File: config.mk
export PLATFORM = sky130hd
export DESIGN_NAME = mmu_top
export DESIGN_NICKNAME = d
export VERILOG_FILES = /design/src/design/mmu_pkg.sv /design/src/design/tlb_array.sv /design/src/design/tlb_op_ctrl.sv /design/src/design/addr_translate.sv /design/src/design/mmu_top.sv
export SDC_FILE = /design/constraint.sdc
export NUM_CORES = 2
export LEC_CHECK = 0
export BUFFER_PORTS_ARGS = -buffer_cell sky130_fd_sc_hd__clkbuf_2
export CORE_ASPECT_RATIO = 1.4
export CORE_MARGIN = 8
export CORE_UTILIZATION = 25
export DETAILED_ROUTE_END_ITERATION = 16
export GPL_ROUTABILITY_DRIVEN = 0
export MAX_ROUTING_LAYER = met4
export PLACE_DENSITY = 0.39
export SYNTH_ARGS = -nofsm -noshare
export SYNTH_HDL_FRONTEND = slang
export SYNTH_HIERARCHICAL = 1
export SYNTH_SLANG_ARGS = --single-unit
File: constraint.sdc
create_clock -name clk -period 18.7 [get_ports clk]
set_input_delay 4.675 -clock clk [delete_from_list [all_inputs] [get_ports clk]]
set_output_delay 4.675 -clock clk [all_outputs]
set_load 0.02 [all_outputs]
File: src/design/mmu_pkg.sv
////////////////////
// Shared sizes and types for the two-port TLB based MMU.
// Imported by every design file that needs an entry, a key or an enum.
////////////////////

package mmu_pkg;

    // array geometry
    localparam int TLB_NUM   = 16;
    localparam int TLB_IDX_W = 4;

    // field widths of one entry
    localparam int VPN2_W = 19;
    localparam int ASID_W = 8;
    localparam int PFN_W  = 20;

    // one TLB entry, an even and an odd page behind a shared tag
    typedef struct packed {
        logic [VPN2_W-1:0] vpn2;
        logic [ASID_W-1:0] asid;
        logic              g;
        logic [PFN_W-1:0]  pfn0;
        logic [2:0]        c0;
        logic              d0;
        logic              v0;
        logic [PFN_W-1:0]  pfn1;
        logic [2:0]        c1;
        logic              d1;
        logic              v1;
    } tlb_entry_t;

    // associative search key
    typedef struct packed {
        logic [VPN2_W-1:0] vpn2;
        logic [ASID_W-1:0] asid;
    } tlb_key_t;

    typedef enum logic [2:0] {
        TLB_NOP        = 3'd0,
        TLB_READ       = 3'd1,
        TLB_WRITE_IDX  = 3'd2,
        TLB_WRITE_RAND = 3'd3,
        TLB_PROBE      = 3'd4
    } tlb_op_e;

    typedef enum logic [1:0] {
        EXC_NONE    = 2'd0,
        EXC_REFILL  = 2'd1,
        EXC_INVALID = 2'd2,
        EXC_MODIFY  = 2'd3
    } mmu_exc_e;

endpackage

File: src/design/tlb_array.sv
////////////////////
// Fully associative TLB storage with one write port, one indexed
// read port and two combinational search ports.
////////////////////

`timescale 1ns/1ns

module tlb_array (
    input  logic                           clk,
    input  logic                           reset,
    // write port
    input  logic                           we,
    input  logic [mmu_pkg::TLB_IDX_W-1:0]  w_index,
    input  mmu_pkg::tlb_entry_t            w_entry,
    // indexed read port
    input  logic [mmu_pkg::TLB_IDX_W-1:0]  r_index,
    output mmu_pkg::tlb_entry_t            r_entry,
    // search port 0, fetch side
    input  mmu_pkg::tlb_key_t              s0_key,
    output logic                           s0_found,
    output logic [mmu_pkg::TLB_IDX_W-1:0]  s0_index,
    output mmu_pkg::tlb_entry_t            s0_entry,
    // search port 1, data side and probe
    input  mmu_pkg::tlb_key_t              s1_key,
    output logic                           s1_found,
    output logic [mmu_pkg::TLB_IDX_W-1:0]  s1_index,
    output mmu_pkg::tlb_entry_t            s1_entry
);

    import mmu_pkg::*;

    tlb_entry_t entries [TLB_NUM];

    logic [TLB_NUM-1:0] match0;
    logic [TLB_NUM-1:0] match1;

    // tag compare against every entry
    // a global entry ignores the asid
    function automatic logic [TLB_NUM-1:0] match_vec(tlb_key_t key);
        logic [TLB_NUM-1:0] m;
        m = '0;
        for (int i = 0; i < TLB_NUM; i++) begin
            m[i] = (entries[i].vpn2 == key.vpn2) &&
                   ((entries[i].asid == key.asid) || entries[i].g);
        end
        return m;
    endfunction

    // lowest set bit wins, 0 when nothing is set
    function automatic logic [TLB_IDX_W-1:0] low_index(logic [TLB_NUM-1:0] m);
        logic [TLB_IDX_W-1:0] idx;
        idx = '0;
        for (int i = TLB_NUM - 1; i >= 0; i--) begin
            if (m[i]) begin
                idx = TLB_IDX_W'(i);
            end
        end
        return idx;
    endfunction

    // storage, cleared on reset
    always_ff @(posedge clk) begin
        if (reset) begin
            for (int i = 0; i < TLB_NUM; i++) begin
                entries[i] <= '0;
            end
        end else if (we) begin
            entries[w_index] <= w_entry;
        end
    end

    // indexed read for TLBR
    assign r_entry = entries[r_index];

    // search port 0
    always_comb begin
        match0   = match_vec(s0_key);
        s0_found = |match0;
        s0_index = low_index(match0);
        s0_entry = entries[s0_index];
    end

    // search port 1
    always_comb begin
        match1   = match_vec(s1_key);
        s1_found = |match1;
        s1_index = low_index(match1);
        s1_entry = entries[s1_index];
    end

endmodule

File: src/design/tlb_op_ctrl.sv
////////////////////
// TLB operation control. Decodes the op strobe into writes, keeps
// the random index, borrows search port 1 for probes and registers
// read and probe results.
////////////////////

`timescale 1ns/1ns

module tlb_op_ctrl (
    input  logic                           clk,
    input  logic                           reset,
    input  logic                           op_valid,
    input  mmu_pkg::tlb_op_e               op,
    input  logic [mmu_pkg::TLB_IDX_W-1:0]  op_index,
    input  mmu_pkg::tlb_entry_t            op_entry,
    input  logic [mmu_pkg::ASID_W-1:0]     asid,
    input  logic [31:0]                    d_vaddr,
    input  logic                           s1_found,
    input  logic [mmu_pkg::TLB_IDX_W-1:0]  s1_index,
    input  mmu_pkg::tlb_entry_t            r_entry,
    output logic                           we,
    output logic [mmu_pkg::TLB_IDX_W-1:0]  w_index,
    output mmu_pkg::tlb_entry_t            w_entry,
    output logic [mmu_pkg::TLB_IDX_W-1:0]  r_index,
    output mmu_pkg::tlb_key_t              s1_key,
    output logic                           op_done,
    output mmu_pkg::tlb_entry_t            read_entry,
    output logic [mmu_pkg::TLB_IDX_W-1:0]  probe_index,
    output logic                           probe_miss
);

    import mmu_pkg::*;

    logic [TLB_IDX_W-1:0] rand_idx;
    logic                 is_probe;

    assign is_probe = op_valid && (op == TLB_PROBE);

    // write decode
    assign we      = op_valid && ((op == TLB_WRITE_IDX) || (op == TLB_WRITE_RAND));
    assign w_index = (op == TLB_WRITE_RAND) ? rand_idx : op_index;
    assign w_entry = op_entry;
    assign r_index = op_index;

    // probe key takes over the data search port for one cycle
    always_comb begin
        if (is_probe) begin
            s1_key.vpn2 = op_entry.vpn2;
            s1_key.asid = op_entry.asid;
        end else begin
            s1_key.vpn2 = d_vaddr[31:13];
            s1_key.asid = asid;
        end
    end

    // free running down counter for TLBWR
    always_ff @(posedge clk) begin
        if (reset || rand_idx == '0) begin
            rand_idx <= TLB_IDX_W'(TLB_NUM - 1);
        end else begin
            rand_idx <= rand_idx - 1'b1;
        end
    end

    // results show up one cycle after the strobe and hold
    always_ff @(posedge clk) begin
        if (reset) begin
            op_done     <= 1'b0;
            read_entry  <= '0;
            probe_index <= '0;
            probe_miss  <= 1'b1;
        end else begin
            op_done <= op_valid;
            if (op_valid && op == TLB_READ) begin
                read_entry <= r_entry;
            end
            if (is_probe) begin
                probe_index <= s1_index;
                probe_miss  <= ~s1_found;
            end
        end
    end

endmodule

File: src/design/addr_translate.sv
////////////////////
// Turns one TLB search result and a virtual address into a physical
// address and an exception code. Used once per port.
////////////////////

`timescale 1ns/1ns

module addr_translate (
    input  logic [31:0]          vaddr,
    input  logic                 store,
    input  logic                 found,
    input  mmu_pkg::tlb_entry_t  entry,
    output logic [31:0]          paddr,
    output mmu_pkg::mmu_exc_e    exc
);

    import mmu_pkg::*;

    logic [PFN_W-1:0] pfn;
    logic             v;
    logic             d;

    // bit 12 picks the odd page
    always_comb begin
        if (vaddr[12]) begin
            pfn = entry.pfn1;
            v   = entry.v1;
            d   = entry.d1;
        end else begin
            pfn = entry.pfn0;
            v   = entry.v0;
            d   = entry.d0;
        end
    end

    // exception priority: refill, invalid, then modify
    always_comb begin
        if (!found) begin
            exc = EXC_REFILL;
        end else if (!v) begin
            exc = EXC_INVALID;
        end else if (store && !d) begin
            exc = EXC_MODIFY;
        end else begin
            exc = EXC_NONE;
        end
    end

    // no address leaks out on a fault
    always_comb begin
        if (exc == EXC_NONE) begin
            paddr = {pfn, vaddr[11:0]};
        end else begin
            paddr = '0;
        end
    end

endmodule

File: src/design/mmu_top.sv
////////////////////
// MMU top level. One TLB shared by a fetch port and a data port,
// plus the TLBR, TLBWI, TLBWR and TLBP operation interface.
////////////////////

`timescale 1ns/1ns

module mmu_top (
    input  logic                           clk,
    input  logic                           reset,
    input  logic [mmu_pkg::ASID_W-1:0]     asid,
    // fetch side
    input  logic [31:0]                    i_vaddr,
    output logic [31:0]                    i_paddr,
    output mmu_pkg::mmu_exc_e              i_exc,
    // data side
    input  logic [31:0]                    d_vaddr,
    input  logic                           d_store,
    output logic [31:0]                    d_paddr,
    output mmu_pkg::mmu_exc_e              d_exc,
    // TLB operations
    input  logic                           op_valid,
    input  mmu_pkg::tlb_op_e               op,
    input  logic [mmu_pkg::TLB_IDX_W-1:0]  op_index,
    input  mmu_pkg::tlb_entry_t            op_entry,
    output logic                           op_done,
    output mmu_pkg::tlb_entry_t            read_entry,
    output logic [mmu_pkg::TLB_IDX_W-1:0]  probe_index,
    output logic                           probe_miss
);

    import mmu_pkg::*;

    logic                 we;
    logic [TLB_IDX_W-1:0] w_index;
    tlb_entry_t           w_entry;
    logic [TLB_IDX_W-1:0] r_index;
    tlb_entry_t           r_entry;
    tlb_key_t             s0_key;
    tlb_key_t             s1_key;
    logic                 s0_found;
    logic                 s1_found;
    logic [TLB_IDX_W-1:0] s1_index;
    tlb_entry_t           s0_entry;
    tlb_entry_t           s1_entry;

    // fetch key straight from the address
    assign s0_key.vpn2 = i_vaddr[31:13];
    assign s0_key.asid = asid;

    tlb_array u_array (
        .clk      (clk),
        .reset    (reset),
        .we       (we),
        .w_index  (w_index),
        .w_entry  (w_entry),
        .r_index  (r_index),
        .r_entry  (r_entry),
        .s0_key   (s0_key),
        .s0_found (s0_found),
        .s0_index (),
        .s0_entry (s0_entry),
        .s1_key   (s1_key),
        .s1_found (s1_found),
        .s1_index (s1_index),
        .s1_entry (s1_entry)
    );

    tlb_op_ctrl u_op_ctrl (
        .clk         (clk),
        .reset       (reset),
        .op_valid    (op_valid),
        .op          (op),
        .op_index    (op_index),
        .op_entry    (op_entry),
        .asid        (asid),
        .d_vaddr     (d_vaddr),
        .s1_found    (s1_found),
        .s1_index    (s1_index),
        .r_entry     (r_entry),
        .we          (we),
        .w_index     (w_index),
        .w_entry     (w_entry),
        .r_index     (r_index),
        .s1_key      (s1_key),
        .op_done     (op_done),
        .read_entry  (read_entry),
        .probe_index (probe_index),
        .probe_miss  (probe_miss)
    );

    // fetch never stores
    addr_translate u_i_xlate (
        .vaddr (i_vaddr),
        .store (1'b0),
        .found (s0_found),
        .entry (s0_entry),
        .paddr (i_paddr),
        .exc   (i_exc)
    );

    addr_translate u_d_xlate (
        .vaddr (d_vaddr),
        .store (d_store),
        .found (s1_found),
        .entry (s1_entry),
        .paddr (d_paddr),
        .exc   (d_exc)
    );

endmodule

=== Word-level counts from Yosys, hierarchy flattened ===
Memories as Yosys holds them, arrays and structs flattened. A register that Yosys moved wholly into a read port is not among the register bits.
Cells that the tools add are included.
W data, S select, Z words.

* Add/subtract/negate cells: 1
* Equality and inequality tests: 68
* Muxes and demuxes: 54
* Bitwise logic cells: 1
* Reductions and logical operators: 77

{| class="wikitable"
|+ Operator list
! cell !! number
|-
| $eq A19 B19 Y1 || 32
|-
| $eq A8 B8 Y1 || 32
|-
| $mux W4 || 34
|-
| $mux W78 || 1
|-
| $reduce_or A78 Y1 || 1
|-
| $mux W32 || 2
|-
| $mux W20 || 2
|-
| $logic_and A1 B1 Y1 || 36
|-
| $logic_or A1 B1 Y1 || 34
|-
| $reduce_or A16 Y1 || 2
|-
| $mux W27 || 1
|-
| $mux W2 || 5
|-
| $mux W1 || 9
|-
| $eq A3 B2 Y1 const B || 2
|-
| $logic_not A2 Y1 || 2
|-
| $logic_not A4 Y1 || 1
|-
| $sub A4 B1 Y4 const B || 1
|-
| $eq A3 B1 Y1 const B || 1
|-
| $eq A3 B3 Y1 const B || 1
|-
| $logic_not A1 Y1 || 1
|-
| $not A1 Y1 || 1
|}

* Register bits: 10
* Memory bits (writable): 1248
* Input port bits: 161
* Output and inout bits: 152
* Logic and storage cells: 206
* Memories: 1

{| class="wikitable"
|+ Memories
! name !! words !! bits a word !! rd ports !! clocked after Yosys merged registers in !! write ports !! RTL line !! text
|-
| u_array.entries || 16 || 78 || 19 || 1 || 16 || tlb_array.sv:32 || <nowiki>tlb_entry_t entries [TLB_NUM];</nowiki>
|}

=== Logic depth before layout (Yosys ltp) ===
An unclocked memory read counts as a cell.

* Word-level depth: 31
* Gate-level depth with buffers: 24
* Depth with buffers taken out: 16

=== Hierarchy ===
The synthesis kept the hierarchy.

{| class="wikitable"
|+ By module, submodules not included
! module !! times used !! cells an instance !! area each (µm²) !! seq. area each (µm²)
|-
| tlb_array || 1 || 7444 || 89672.3 || 37475.9
|-
| tlb_op_ctrl || 1 || 501 || 4236.6 || 1761.7
|-
| addr_translate || 2 || 71 || 568.0 || 0.0
|-
| mmu_top || 1 || 1 || 3.8 || 0.0
|}

=== Least setup slack after synthesis ===
OpenSTA, ideal clock, no wires.

* Path kind: in2out
* From: input op[0]
* To: output d_exc[1]
* Data arrival time: 9264 ps
* Required time: 14025 ps
* Setup slack: 4761 ps
* Cell stages on the path: 24
* Buffers on the path: 9
* Path through: and4bb_1 buf_6 buf_12 mux2_4 buf_2 buf_6 xor2_1 nor4_1 nand4_1 nor3_2 nor2_1 a221o_1 a311oi_1 buf_4 buf_6 buf_4 buf_4 mux2i_1 a21oi_1 a211o_1 nor2b_1 o32ai_4 buf_6 nor2_1

{| class="wikitable"
|+ RTL lines
! what !! RTL line !! text
|-
| start, declared || mmu_top.sv:23 || <nowiki>input mmu_pkg::tlb_op_e op,</nowiki>
|-
| end, declared || mmu_top.sv:20 || <nowiki>output mmu_pkg::mmu_exc_e d_exc,</nowiki>
|}

==> metrics.md <==
| Metric | Value |
|---|---|
| Total number of vias | `58.8k` |
| RSZ-0062 raised after global routing | `false` |
| Switching power | `2.07 mW` |
| Reg clk slew, reported paths | `0.06 ns` |
| Hold_buf cts | `0` |
| Layout area overhead | `12.1%` |
| # placed instances | `11.0k` |
| Maximum clock rate | `57.4 MHz` |
| Final TNS setup | `0 ns` |
| Setup Skew | `0.0513 ns` |
| Via density per instance | `5.16` |
| Routed WL | `396000 um` |
| Static Leak | `33.9 nW` |
| Num ports | `313` |
| Initial Util | `25.1%` |
| Worst Hold Depth | `1` |
| # clock sinks | `1336` |
| Total GRT Usage | `21.8%` |
| Grt total ovfl | `0` |
| Root buffer cell | `clkbuf_16` |
| Setup crit end kind | `output port` |
| Synthesized area per cell | `12.3 um2` |
| WP data arrival | `12.75 ns` |
| Yosys warns | `6` |
| Die area | `0.360 mm2` |
| Count of pins over their slew limit | `0` |
| Antenna violations before repair | `54` |
| Slew HR | `7.59%` |
| Drt wl/cell | `34.8 um` |
| Crit Path Max Fanout | `80` |
| CTS buffer count | `174` |
| Hold Fails Final Rpt | `0` |
| Pint | `5.72 mW` |
| Pin count of the biggest net entering global routing | `134` |
| Final ANT Viol Nets | `0` |
| Max Cap Viol | `0` |
| Post-DP HPWL | `251000 um` |
| Worst Reg-to-Reg Cells | `8` |
| Sw frac | `26.6%` |
| Longest Clk Path Bufs | `4` |
| Combinational power share | `10.7%` |
| TritonRoute pass-1 iters | `5` |
| Maximum VDD drop | `0.0000564 V` |
| Post-CTS Setup Bufs | `0` |
| Reg2Reg Launch Point | `u_op_ctrl/rand_idx[2]` |
| Fin crit share | `93.2%` |
| Die X | `509 um` |
| Clock Latency Late Sink | `0.85 ns` |
| Post-Synthesis Cells | `6918` |
| Minimum clock period | `17.43 ns` |
| Final Power | `7.79 mW` |
| Worst-Margin Slew | `1.38 ns` |
| H-tree levels | `4` |
| Share of cells above drive strength 1 | `19.2%` |
| Chip height | `707 um` |
| Mapped cell area | `0.0852 mm2` |
| Start point of the critical path | `op[0]` |
| CP startpoint kind | `primary input` |
| Non-Filler Instances | `11.4k` |
| Post-CTS sizing | `0` |
| PortBufs | `312` |
| First-pass GRT wire length | `533000 um` |
| Outcome | `finished, final reports clean` |
| Initial DRC count | `5263` |
| Worst r2r dst | `u_array/entries[14][42]` |
| Floorplan core area | `0.339 mm2` |
| Reg2Reg Setup Slack | `13.74 ns` |
| Worst min path class | `register to register` |
| Clk pwr share | `44.6%` |
| Crit path required time | `14.03 ns` |
| Number of global-route vias before repair | `60.5k` |
| CP endpoint | `d_paddr[18]` |
| Seq pwr share | `44.7%` |
| PwrDens | `81.6 mW/mm2` |
| DR DRC count | `0` |
| TritonCTS clock tree | `built` |
| Final setup vio count | `0` |
| Setup CP Type | `primary input to output port` |
| Layout Nets | `6922` |
| Row cnt | `253` |
critical path, cell delays in order:
cell	delay, ns
clkbuf_2	0.13
and4bb_4	1.01
mux2_2	0.69
xor2_1	0.26
nor4_1	0.87
nand4_1	0.21
nor3_1	0.64
nor4_1	0.19
a221o_1	0.38
a311oi_4	0.71
buf_12	0.49
buf_4	0.60
mux2i_1	0.26
mux2i_1	0.09
o2bb2ai_1	0.16
a211o_1	0.42
mux2_2	0.33
and3_1	0.20
clkbuf_2	0.16
cell usage in the layout, fill, tap and decap left out, drive strengths merged, types with 33 or more instances in the layout:
master,instances
buf,160
nand4,33
nor2,40
o2bb2ai,88
a21oi,205
mux2,156
edfxtp,1248
clkinv,59
mux4,390
nand2,186
diode,38
dfxtp,88
xnor2,97
a211oi,264
mux2i,620
xor2,768
and3,65
a211o,89
clkbuf,528
nor4,195
nor2b,190
and2,1250
registers in the layout, indices dropped and copies added, names as in the netlist:
name and count:
u_op_ctrl/probe_index 4, u_array/entries 1248, u_op_ctrl/rand_idx 4, u_op_ctrl/op_done 1, u_op_ctrl/read_entry 78, u_op_ctrl/probe_miss 1
worst min-delay path by stage:
stage,end,from
2_1_floorplan,u_op_ctrl/rand_idx[0],u_op_ctrl/rand_idx[0]
3_3_place_gp,u_op_ctrl/rand_idx[0],u_op_ctrl/rand_idx[0]
3_5_place_dp,u_op_ctrl/rand_idx[0],u_op_ctrl/rand_idx[0]
4_1_cts,u_op_ctrl/rand_idx[0],u_op_ctrl/rand_idx[0]
5_1_grt,u_op_ctrl/rand_idx[0],u_op_ctrl/rand_idx[0]
6_report,u_op_ctrl/rand_idx[0],u_op_ctrl/rand_idx[0]
power by group through the flow:
| stage | registers, mW | clock network, mW | logic (mW) |
|---|---|---|---|
| finish | 3.49 | 3.47 | 0.833 |
| floorplan | 3.50 | 0 | 0.511 |
| CTS | 3.48 | 3.57 | 0.842 |
| global placement | 3.54 | 0 | 0.839 |
| global route | 3.50 | 3.66 | 0.871 |
| detailed placement | 3.55 | 0 | 0.838 |
final cells by class:
cell class | count | area, um2
Sequential cell | 1336 | 39200
Multi-Input combinational cell | 4771 | 41900
Clock buffer | 220 | 4660
Inverter | 9 | 33.8
Timing Repair Buffer | 468 | 2960
Clock inverter | 90 | 1010
Fill cell | 34500 | 244000
Antenna cell | 38 | 95.1
Tap cell | 4462 | 5580
through the flow:
stage               instance area, um2  hold slack, ns  utilization (%)  worst slack (ns)
floorplan                        85200           0.384                -              4.87
global placement                 89700           0.399             26.4              1.67
detailed placement               89700           0.412             26.4              1.62
CTS                              95300           0.426             28.1              1.61
global route                     95400           0.450             28.1              1.06
finish                           95400           0.428             28.2              1.27
routing by layer:
layer	global-route usage, %	share of wire, %
met1	26.1	40
met2	37.6	50
met3	2.51	5.0
met4	8.40	4.8
met5	-	0
Power figures use the tool's default switching activity.
